<file path="src/logic/dma_cfg_pkg.sv">
package dma_cfg_pkg;

	localparam int unsigned addr_width = 32;
	localparam int unsigned data_width = 64;

	localparam int unsigned max_burst = 16;
	localparam int unsigned beat_bytes = data_width / 8;
	localparam int unsigned burst_bytes = max_burst * beat_bytes;

	localparam int unsigned fifo_depth = 32;
	localparam int unsigned flush_idle_cycles = 16;

	typedef logic [addr_width-1:0] addr_t;
	typedef logic [data_width-1:0] data_t;
	typedef logic [31:0] size_t;

	// one bit wider than the pointer so that a full FIFO can be told from an empty one.
	typedef logic [$clog2(fifo_depth + 1)-1:0] occ_t;

	// bit 0 pass done, bit 1 message end, bit 2 bus error.
	typedef logic [2:0] irq_t;

	// bit 0 busy, bit 1 slave error, bit 2 decode error.
	typedef logic [2:0] status_t;

endpackage

</file>
<file path="src/logic/axi_pkg.sv">
package axi_pkg;

	// AXI encodes the number of beats minus one.
	typedef logic [7:0] len_t;
	typedef logic [1:0] resp_t;

	localparam resp_t resp_okay = 2'b00;
	localparam resp_t resp_slverr = 2'b10;
	localparam resp_t resp_decerr = 2'b11;

endpackage

</file>
<file path="src/logic/stream_fifo.sv">
module stream_fifo (
	input logic clk,
	input logic rst_n,

	input dma_cfg_pkg::data_t in_data,
	input logic in_last,
	input logic in_valid,
	output logic in_ready,

	output dma_cfg_pkg::data_t out_data,
	output logic out_last,
	input logic pop,
	output dma_cfg_pkg::occ_t occupancy
);
	import dma_cfg_pkg::*;

	typedef logic [$clog2(fifo_depth)-1:0] ptr_t;

	data_t data_mem [fifo_depth];
	logic last_mem [fifo_depth];

	ptr_t wr_ptr;
	ptr_t rd_ptr;
	logic push;
	logic full;
	logic empty;

	assign full = (occupancy == occ_t'(fifo_depth));
	assign empty = (occupancy == '0);
	assign in_ready = !full;
	assign push = in_valid && in_ready;

	// the head entry is always on the output, so a pop only moves the pointer.
	assign out_data = data_mem[rd_ptr];
	assign out_last = last_mem[rd_ptr];

	always_ff @(posedge clk) begin
		if (push) begin
			data_mem[wr_ptr] <= in_data;
			last_mem[wr_ptr] <= in_last;
		end
	end

	always_ff @(posedge clk) begin
		if (!rst_n) begin
			wr_ptr <= '0;
			rd_ptr <= '0;
			occupancy <= '0;
		end else begin
			if (push) begin
				wr_ptr <= wr_ptr + ptr_t'(1); // depth is a power of two so it wraps.
			end
			if (pop) begin
				rd_ptr <= rd_ptr + ptr_t'(1);
			end
			case ({push, pop})
				2'b10: occupancy <= occupancy + occ_t'(1);
				2'b01: occupancy <= occupancy - occ_t'(1);
				default: occupancy <= occupancy;
			endcase
		end
	end

	// the engine pops on its own W handshake, so it must only do so with data present.
	a_no_pop_empty: assert property (
		@(posedge clk) disable iff (!rst_n)
		pop |-> !empty
	) else $error("stream_fifo popped while empty");

	// a stream beat that is offered stays put until the FIFO accepts it.
	a_in_hold: assert property (
		@(posedge clk) disable iff (!rst_n)
		in_valid && !in_ready |=> in_valid && $stable(in_data) && $stable(in_last)
	) else $error("stream beat withdrawn before the FIFO accepted it");

endmodule

</file>
<file path="src/logic/flush_ctrl.sv">
module flush_ctrl (
	input logic clk,
	input logic rst_n,

	input logic beat,
	input dma_cfg_pkg::occ_t occupancy,

	output logic flush_req,
	output logic flush_ack
);
	import dma_cfg_pkg::*;

	typedef logic [$clog2(flush_idle_cycles + 1)-1:0] idle_cnt_t;

	idle_cnt_t idle_cnt;
	logic idle_done;
	logic partial;

	assign idle_done = (idle_cnt == idle_cnt_t'(flush_idle_cycles));

	// fewer beats than a full burst, so the engine would never pick them up alone.
	assign partial = (occupancy != '0) && (occupancy < occ_t'(max_burst));

	// the remainder has been written once the FIFO is empty again.
	assign flush_ack = flush_req && (occupancy == '0);

	always_ff @(posedge clk) begin
		if (!rst_n) begin
			idle_cnt <= '0;
			flush_req <= 1'b0;
		end else if (beat) begin
			idle_cnt <= '0; // any new beat cancels a pending flush.
			flush_req <= 1'b0;
		end else begin
			if (!idle_done) begin
				idle_cnt <= idle_cnt + idle_cnt_t'(1); // saturates at the idle limit.
			end
			if (idle_done && partial) begin
				flush_req <= 1'b1;
			end
		end
	end

endmodule

</file>
<file path="src/logic/circular_dma_fsm.sv">
module circular_dma_fsm (
	input logic clk,
	input logic rst_n,

	input logic flush_req,
	input logic flush_ack,
	input dma_cfg_pkg::occ_t occupancy,
	input dma_cfg_pkg::data_t fifo_data,
	input logic fifo_last,
	output logic fifo_pop,

	input logic enable,
	input dma_cfg_pkg::irq_t clear_irq,
	input dma_cfg_pkg::irq_t enable_irq,
	output dma_cfg_pkg::irq_t irq,
	output dma_cfg_pkg::status_t status_flags,

	input dma_cfg_pkg::addr_t mem_base,
	input dma_cfg_pkg::size_t mem_size,
	output dma_cfg_pkg::size_t bytes_written,
	output dma_cfg_pkg::size_t last_msg_end,

	output dma_cfg_pkg::addr_t m_axi_awaddr,
	output axi_pkg::len_t m_axi_awlen,
	output logic m_axi_awvalid,
	input logic m_axi_awready,

	output dma_cfg_pkg::data_t m_axi_wdata,
	output logic m_axi_wlast,
	output logic m_axi_wvalid,
	input logic m_axi_wready,

	input axi_pkg::resp_t m_axi_bresp,
	input logic m_axi_bvalid,
	output logic m_axi_bready
);
	import dma_cfg_pkg::*;
	import axi_pkg::*;

	typedef enum logic [1:0] {
		wait_enable,
		write_addr,
		data_burst,
		wait_resp
	} state_t;

	state_t state;
	size_t mem_size_q;
	size_t last_msg_end_b;
	len_t burst_count;
	logic msg_end_seen;
	logic pass_end;

	function automatic size_t beats_to_bytes(input len_t beats);
		return size_t'(beats) * size_t'(beat_bytes);
	endfunction

	// checked when the response arrives, before bytes_written takes this burst in.
	assign pass_end = (bytes_written == mem_size_q) || !enable || (flush_req && flush_ack);

	always_ff @(posedge clk) begin
		if (!rst_n) begin
			state <= wait_enable;
			irq <= '0;
			status_flags <= '0;
			bytes_written <= '0;
			last_msg_end <= '0;
			burst_count <= '0;
			msg_end_seen <= 1'b0;
			m_axi_awvalid <= 1'b0;
			m_axi_bready <= 1'b0;
		end else begin
			irq <= irq & ~clear_irq & enable_irq;

			case (state)
				wait_enable: begin
					if (enable && irq == '0 && mem_size >= size_t'(burst_bytes) && !flush_req) begin
						state <= write_addr;
						mem_size_q <= mem_size - size_t'(burst_bytes);
						bytes_written <= '0;
						last_msg_end <= '0;
						status_flags <= status_t'(1);
						burst_count <= '0;
						msg_end_seen <= 1'b0;
						m_axi_awaddr <= mem_base;
					end
				end

				write_addr: begin
					if (!m_axi_awvalid) begin
						if (!enable) begin
							state <= wait_enable;
							status_flags[0] <= 1'b0;
						end else if (occupancy >= occ_t'(max_burst)) begin
							m_axi_awlen <= len_t'(max_burst - 1);
							m_axi_awvalid <= 1'b1;
						end else if (flush_req && occupancy != '0) begin
							m_axi_awlen <= len_t'(occupancy) - len_t'(1); // short burst.
							m_axi_awvalid <= 1'b1;
						end
					end else if (m_axi_awready) begin
						state <= data_burst;
						m_axi_awaddr <= m_axi_awaddr + addr_t'(burst_bytes);
						m_axi_awvalid <= 1'b0;
						msg_end_seen <= 1'b0;
					end
				end

				data_burst: begin
					if (m_axi_wvalid && m_axi_wready) begin
						burst_count <= burst_count + len_t'(1);
						if (enable && fifo_last) begin
							msg_end_seen <= 1'b1;
							last_msg_end_b <= bytes_written + beats_to_bytes(burst_count + len_t'(1));
						end
						if (m_axi_wlast) begin
							state <= wait_resp;
							burst_count <= '0;
							m_axi_bready <= 1'b1;
						end
					end
				end

				wait_resp: begin
					if (m_axi_bvalid && m_axi_bready) begin
						m_axi_bready <= 1'b0;
						case (m_axi_bresp)
							resp_slverr, resp_decerr: begin
								state <= wait_enable;
								irq[2] <= enable_irq[2];
								status_flags <= {m_axi_bresp == resp_decerr,
									m_axi_bresp == resp_slverr, 1'b0};
							end
							default: begin
								bytes_written <= bytes_written + beats_to_bytes(m_axi_awlen + len_t'(1));
								if (msg_end_seen) begin
									last_msg_end <= last_msg_end_b; // committed only once the burst is safe.
									irq[1] <= enable_irq[1];
								end
								if (pass_end) begin
									state <= wait_enable;
									irq[0] <= enable_irq[0];
									status_flags[0] <= 1'b0;
								end else begin
									state <= write_addr;
								end
							end
						endcase
					end
				end

				default: state <= wait_enable;
			endcase
		end
	end

	always_comb begin
		m_axi_wdata = '0;
		m_axi_wvalid = 1'b0;
		m_axi_wlast = 1'b0;
		fifo_pop = 1'b0;
		if (state == data_burst) begin
			m_axi_wlast = (burst_count == m_axi_awlen);
			if (enable) begin
				m_axi_wdata = fifo_data;
				m_axi_wvalid = (occupancy != '0);
				fifo_pop = m_axi_wvalid && m_axi_wready;
			end else begin
				m_axi_wvalid = 1'b1; // pad the burst with zeros and leave the FIFO alone.
			end
		end
	end

	a_aw_hold: assert property (
		@(posedge clk) disable iff (!rst_n)
		m_axi_awvalid && !m_axi_awready |=> m_axi_awvalid && $stable(m_axi_awaddr)
	) else $error("awvalid dropped before awready");

	// a W beat on offer is held, wlast included, until the slave takes it.
	a_w_hold: assert property (
		@(posedge clk) disable iff (!rst_n)
		m_axi_wvalid && !m_axi_wready |=> m_axi_wvalid && $stable(m_axi_wlast)
	) else $error("wvalid dropped before wready");

endmodule

</file>
<file path="src/logic/circular_dma.sv">
module circular_dma (
	input logic clk,
	input logic rst_n,

	input dma_cfg_pkg::data_t s_axis_tdata,
	input logic s_axis_tlast,
	input logic s_axis_tvalid,
	output logic s_axis_tready,

	input logic enable,
	input dma_cfg_pkg::irq_t clear_irq,
	input dma_cfg_pkg::irq_t enable_irq,
	output dma_cfg_pkg::irq_t irq,
	output dma_cfg_pkg::status_t status_flags,

	input dma_cfg_pkg::addr_t mem_base,
	input dma_cfg_pkg::size_t mem_size,
	output dma_cfg_pkg::size_t bytes_written,
	output dma_cfg_pkg::size_t last_msg_end,

	output dma_cfg_pkg::addr_t m_axi_awaddr,
	output axi_pkg::len_t m_axi_awlen,
	output logic m_axi_awvalid,
	input logic m_axi_awready,

	output dma_cfg_pkg::data_t m_axi_wdata,
	output logic m_axi_wlast,
	output logic m_axi_wvalid,
	input logic m_axi_wready,

	input axi_pkg::resp_t m_axi_bresp,
	input logic m_axi_bvalid,
	output logic m_axi_bready
);
	import dma_cfg_pkg::*;

	data_t fifo_data;
	logic fifo_last;
	logic fifo_pop;
	occ_t occupancy;
	logic beat;
	logic flush_req;
	logic flush_ack;

	assign beat = s_axis_tvalid && s_axis_tready; // an accepted stream beat.

	stream_fifo u_fifo (
		.clk(clk),
		.rst_n(rst_n),
		.in_data(s_axis_tdata),
		.in_last(s_axis_tlast),
		.in_valid(s_axis_tvalid),
		.in_ready(s_axis_tready),
		.out_data(fifo_data),
		.out_last(fifo_last),
		.pop(fifo_pop),
		.occupancy(occupancy)
	);

	flush_ctrl u_flush (
		.clk(clk),
		.rst_n(rst_n),
		.beat(beat),
		.occupancy(occupancy),
		.flush_req(flush_req),
		.flush_ack(flush_ack)
	);

	circular_dma_fsm u_fsm (
		.clk(clk),
		.rst_n(rst_n),
		.flush_req(flush_req),
		.flush_ack(flush_ack),
		.occupancy(occupancy),
		.fifo_data(fifo_data),
		.fifo_last(fifo_last),
		.fifo_pop(fifo_pop),
		.enable(enable),
		.clear_irq(clear_irq),
		.enable_irq(enable_irq),
		.irq(irq),
		.status_flags(status_flags),
		.mem_base(mem_base),
		.mem_size(mem_size),
		.bytes_written(bytes_written),
		.last_msg_end(last_msg_end),
		.m_axi_awaddr(m_axi_awaddr),
		.m_axi_awlen(m_axi_awlen),
		.m_axi_awvalid(m_axi_awvalid),
		.m_axi_awready(m_axi_awready),
		.m_axi_wdata(m_axi_wdata),
		.m_axi_wlast(m_axi_wlast),
		.m_axi_wvalid(m_axi_wvalid),
		.m_axi_wready(m_axi_wready),
		.m_axi_bresp(m_axi_bresp),
		.m_axi_bvalid(m_axi_bvalid),
		.m_axi_bready(m_axi_bready)
	);

endmodule

</file>
<file path="config.mk">
export PLATFORM = sky130hd
export DESIGN_NAME = circular_dma
export DESIGN_NICKNAME = d
export VERILOG_FILES = /design/src/logic/dma_cfg_pkg.sv /design/src/logic/axi_pkg.sv /design/src/logic/stream_fifo.sv /design/src/logic/flush_ctrl.sv /design/src/logic/circular_dma_fsm.sv /design/src/logic/circular_dma.sv
export SDC_FILE = /design/constraint.sdc
export NUM_CORES = 2
export LEC_CHECK = 0
export ABC_AREA = 0
export CORE_MARGIN = 4
export CORE_UTILIZATION = 45
export DETAILED_ROUTE_END_ITERATION = 12
export DONT_BUFFER_PORTS = 1
export PLACE_DENSITY_LB_ADDON = 0.2
export SLEW_MARGIN = 10
export SYNTH_ARGS = -nofsm -noshare
export SYNTH_HDL_FRONTEND = slang
export SYNTH_HIERARCHICAL = 1
export SYNTH_SLANG_ARGS = --single-unit
</file>
<file path="constraint.sdc">
create_clock -name clk -period 4.4 [get_ports clk]
set_input_delay 0.88 -clock clk [delete_from_list [all_inputs] [get_ports clk]]
set_output_delay 0.88 -clock clk [all_outputs]
set_load 0.005 [all_outputs]
</file>
==> impl_metrics.yaml <==
status:
  outcome: "completed"
logic_synthesis:
  postSynthCellCount: 4921
  synth.most_common_cell: "sky130_fd_sc_hd__edfxtp_1"
  dominantRegCellSynth: "sky130_fd_sc_hd__edfxtp_1"
  syn-mean-instance-area_um2: 18.3
  ys_warn_count: 6
  postSynth.asyncResetShare: 0
  synth_top_area_cell: "sky130_fd_sc_hd__edfxtp_1"
  mappedNetlistArea_um2: 90100
  synth.area.top_cells: "sky130_fd_sc_hd__edfxtp_1, sky130_fd_sc_hd__mux4_2, sky130_fd_sc_hd__mux2i_1, sky130_fd_sc_hd__a22oi_1, sky130_fd_sc_hd__dfxtp_1"
  synth_sequential_area_ratio: 0.750
  synth_enable_flop_cells: 2180
  ys_seq_elements: 2284
  yosys.cell_types.count: 75
  yosys.area.top_type_share: 0.726
  synth.cells.most_frequent: "sky130_fd_sc_hd__edfxtp_1, sky130_fd_sc_hd__mux2i_1, sky130_fd_sc_hd__a22oi_1"
cts:
  cts_tree: "yes"
  path_clk_slew_ns: 0.06
  cts_made_buffers: 229
  htree_levels: 4
  cts_num_sinks: 2284
  max-clock-path-buffers: 3
  clock-root-buffer: "sky130_fd_sc_hd__clkbuf_16"
  clock_insertion_delay_worst_skew_ns: 0.88
  cts_hold_buf: 0
route:
  detailedRoute.firstPassIterationCount: 7
  drt_iter0_drc: 4824
  route.vias.total: 47885
  drc: 0
  post_drt_wl_per_cell_um: 31.1
  avgViaCountPerCell: 6.07
  antenna_left: 0
  drt_wl_total_mm: 245
sta:
  final_hold_vios: 0
  max_clock_freq_ghz: 0.234
  max_slew_headroom_at_the_worst_pin: 0.212
  period_minus_slack_ns: 4.28
  worstMarginPinSlew_ns: 1.18
  setup_violations: 0
  post-route-period-util: 0.973
  timing.final.max_slew_violations: 0
  grt_setup_unrepaired: "false"
  finalClockSkew_ns: 0.0494
worst_setup_path:
  path_class: "reg -> out"
  worstPathArrival_ns: 3.40
  cp_data_required_time_ns: 3.52
  critical_path.cell_chain: "nand2b_1, buf_4, nor2_4, buf_4, a22oi_1, nand4_1, and3_1"
  cp_common_cell: "sky130_fd_sc_hd__buf_4"
  crit-reg2reg-launch: "u_fsm/m_axi_awlen[0]"
  start_kind: "flip-flop"
  timing.critical_path.fanout_max: 19
  cpPeakStageDelay_ns: 0.53
  library_cell_contributing_the_largest_single_delay_on_the_critical_path: "sky130_fd_sc_hd__nor2_4"
  endpoint_kind: "primary output"
min_path:
  min_from: "s_axis_tdata[18]"
  hold_class: "in -> reg"
global_routing:
  grt_use_total: 0.231
  global_route_wire_length_before_repair_mm: 350
  grt_start_max_net_pins: 87
  overflow: 0
  antenna_found_initial: 3
  first_global_vias: 47144
floorplanning:
  fp.dieArea_um2: 207000
  initial_utilization: 0.455
  die_x_um: 455
  row_count: 163
  fp.dieH_um: 455
  pin_count: 323
  fp.coreArea_um2: 198000
power_and_ir_drop:
  leakage_nw: 30.8
  p_per_area_nw_per_um2: 425
  vdd_drop_max_uv: 409
  totalPowerFinal_mw: 43.3
placed_design:
  port_buffers: 0
  detailedPlacementHpwl_mm: 135
  routabilityCongestion: 0.813
final_layout:
  final_util: 0.513
  syn_to_final_growth_pct: 12.9
  layout_cell_share_with_drive_strength_beyond_1: 0.163
  num-nets-final: 5238
job:
  timing.max_cap.violations: 0
power by group:
group | internal, mW | switching (mW) | total (mW) | leakage (nW)
registers | 24.0 | 0.0581 | 24.0 | 20.5
clock network | 10.4 | 8.30 | 18.7 | 3.53
logic | 0.168 | 0.367 | 0.535 | 6.76
total | 34.5 | 8.72 | 43.3 | 30.8
metrics by stage:
step / area [um2] / cells / hold WS [ns] / setup slack (ns) / setup TNS [ns]
6_report: 102000 / 7895 / 0.0979 / 0.121 / 0
4_1_cts: 102000 / 7886 / 0.0180 / 0.00835 / 0
5_1_grt: 102000 / 7893 / 0.0410 / 0.0281 / 0
3_5_place_dp: 94300 / 7456 / 0.468 / 0.584 / 0
3_3_place_gp: 94300 / 7456 / 0.462 / 0.624 / 0
2_1_floorplan: 90100 / 4926 / 0.448 / -0.127 / -193.37
layout by cell type, fill, tap and decap left out, types with 32 or more instances in the layout:
| cell | synthesis | final |
|---|---|---|
| sky130_fd_sc_hd__a21oi_1 | 84 | 84 |
| sky130_fd_sc_hd__a22oi_1 | 370 | 370 |
| sky130_fd_sc_hd__and3_1 | 83 | 81 |
| sky130_fd_sc_hd__buf_12 | 0 | 60 |
| sky130_fd_sc_hd__buf_4 | 32 | 129 |
| sky130_fd_sc_hd__clkbuf_1 | 121 | 42 |
| sky130_fd_sc_hd__clkbuf_16 | 0 | 230 |
| sky130_fd_sc_hd__clkinv_1 | 0 | 60 |
| sky130_fd_sc_hd__clkinv_2 | 0 | 50 |
| sky130_fd_sc_hd__dfxtp_1 | 104 | 100 |
| sky130_fd_sc_hd__edfxtp_1 | 2180 | 2180 |
| sky130_fd_sc_hd__ha_1 | 32 | 32 |
| sky130_fd_sc_hd__mux2i_1 | 521 | 521 |
| sky130_fd_sc_hd__mux4_2 | 264 | 264 |
| sky130_fd_sc_hd__nand2_1 | 148 | 148 |
| sky130_fd_sc_hd__nand3_1 | 197 | 197 |
| sky130_fd_sc_hd__nand4_1 | 89 | 89 |
| sky130_fd_sc_hd__nor2_1 | 115 | 78 |
| sky130_fd_sc_hd__nor2_4 | 0 | 36 |
| sky130_fd_sc_hd__o21ai_0 | 39 | 39 |
| sky130_fd_sc_hd__xnor2_1 | 66 | 66 |
| sky130_fd_sc_hd__xor2_1 | 71 | 71 |
final timing paths:
path / depth (start not counted) / endpoint / slack, ns
worst max-delay path: 7 / m_axi_wdata[37] / 0.12
worst min-delay path: 0 / u_fifo/data_mem[5][18] / 0.1
worst max register to register: 11 / u_fsm/bytes_written[25] / 0.92
worst min register to register: 2 / u_fsm/last_msg_end[10] / 0.47
timing repair:
item / CTS / global route
gates resized for setup: 3 / 1
gates cloned: 1 / 0
endpoints found under the hold margin: 0 / 0
buffers inserted: 7 / 5
endpoints found under the setup margin: 53 / 2
worst max-delay path: cells and delay by family, from the launching register on:
family          cells  cell delay (ns)
simple gates        4             1.18
compound gates      1             0.16
buf+inv             2             0.70
flops               1             0.48
cell type report:
type                    count  area, um2
flip-flops and latches   2284      67600
fillers                 15899      96500
clock inverters           147       1250
clock buffers             275       5950
well taps                2640       3300
inverters                  28        105
multi-input cells        2326      21300
diodes                      4       10.0
repair buffers            191       2190
state kept, by name, summed over array words and instances, names as in the netlist, 2 cells and up, named ones only:
register	count
u_fsm/last_msg_end_b	29
u_fsm/m_axi_awlen	7
u_fifo/last_mem	32
u_fsm/m_axi_awaddr	32
u_fsm/state	2
u_fifo/rd_ptr	5
u_fsm/status_flags	3
u_flush/idle_cnt	5
u_fifo/wr_ptr	5
u_fsm/irq	3
u_fifo/occupancy	6
u_fsm/burst_count	8
u_fsm/last_msg_end	29
u_fsm/bytes_written	29
u_fsm/mem_size_q	32
u_fifo/data_mem	2048
logic make-up after synthesis:
logic type | Yosys count | share of synthesized area
flops | 2284 | 0.750
simple gates | 790 | 0.0458
mux | 785 | 0.124
compound gates | 573 | 0.0448
buf+inv | 317 | 0.0177
xor+xnor | 137 | 0.0133
fa+ha+maj | 34 | 0.00489
other cells | 1 | 0.0000416
per-layer routing:
metal  global-route usage  wire length, um  up-vias
li1                     -                -    20237
met1                0.319           102000    25510
met2                0.381           121000     1793
met3               0.0456            17600      345
met4               0.0560             5440        0
met5                    0                0        -
(Power assumes the default switching activity.)
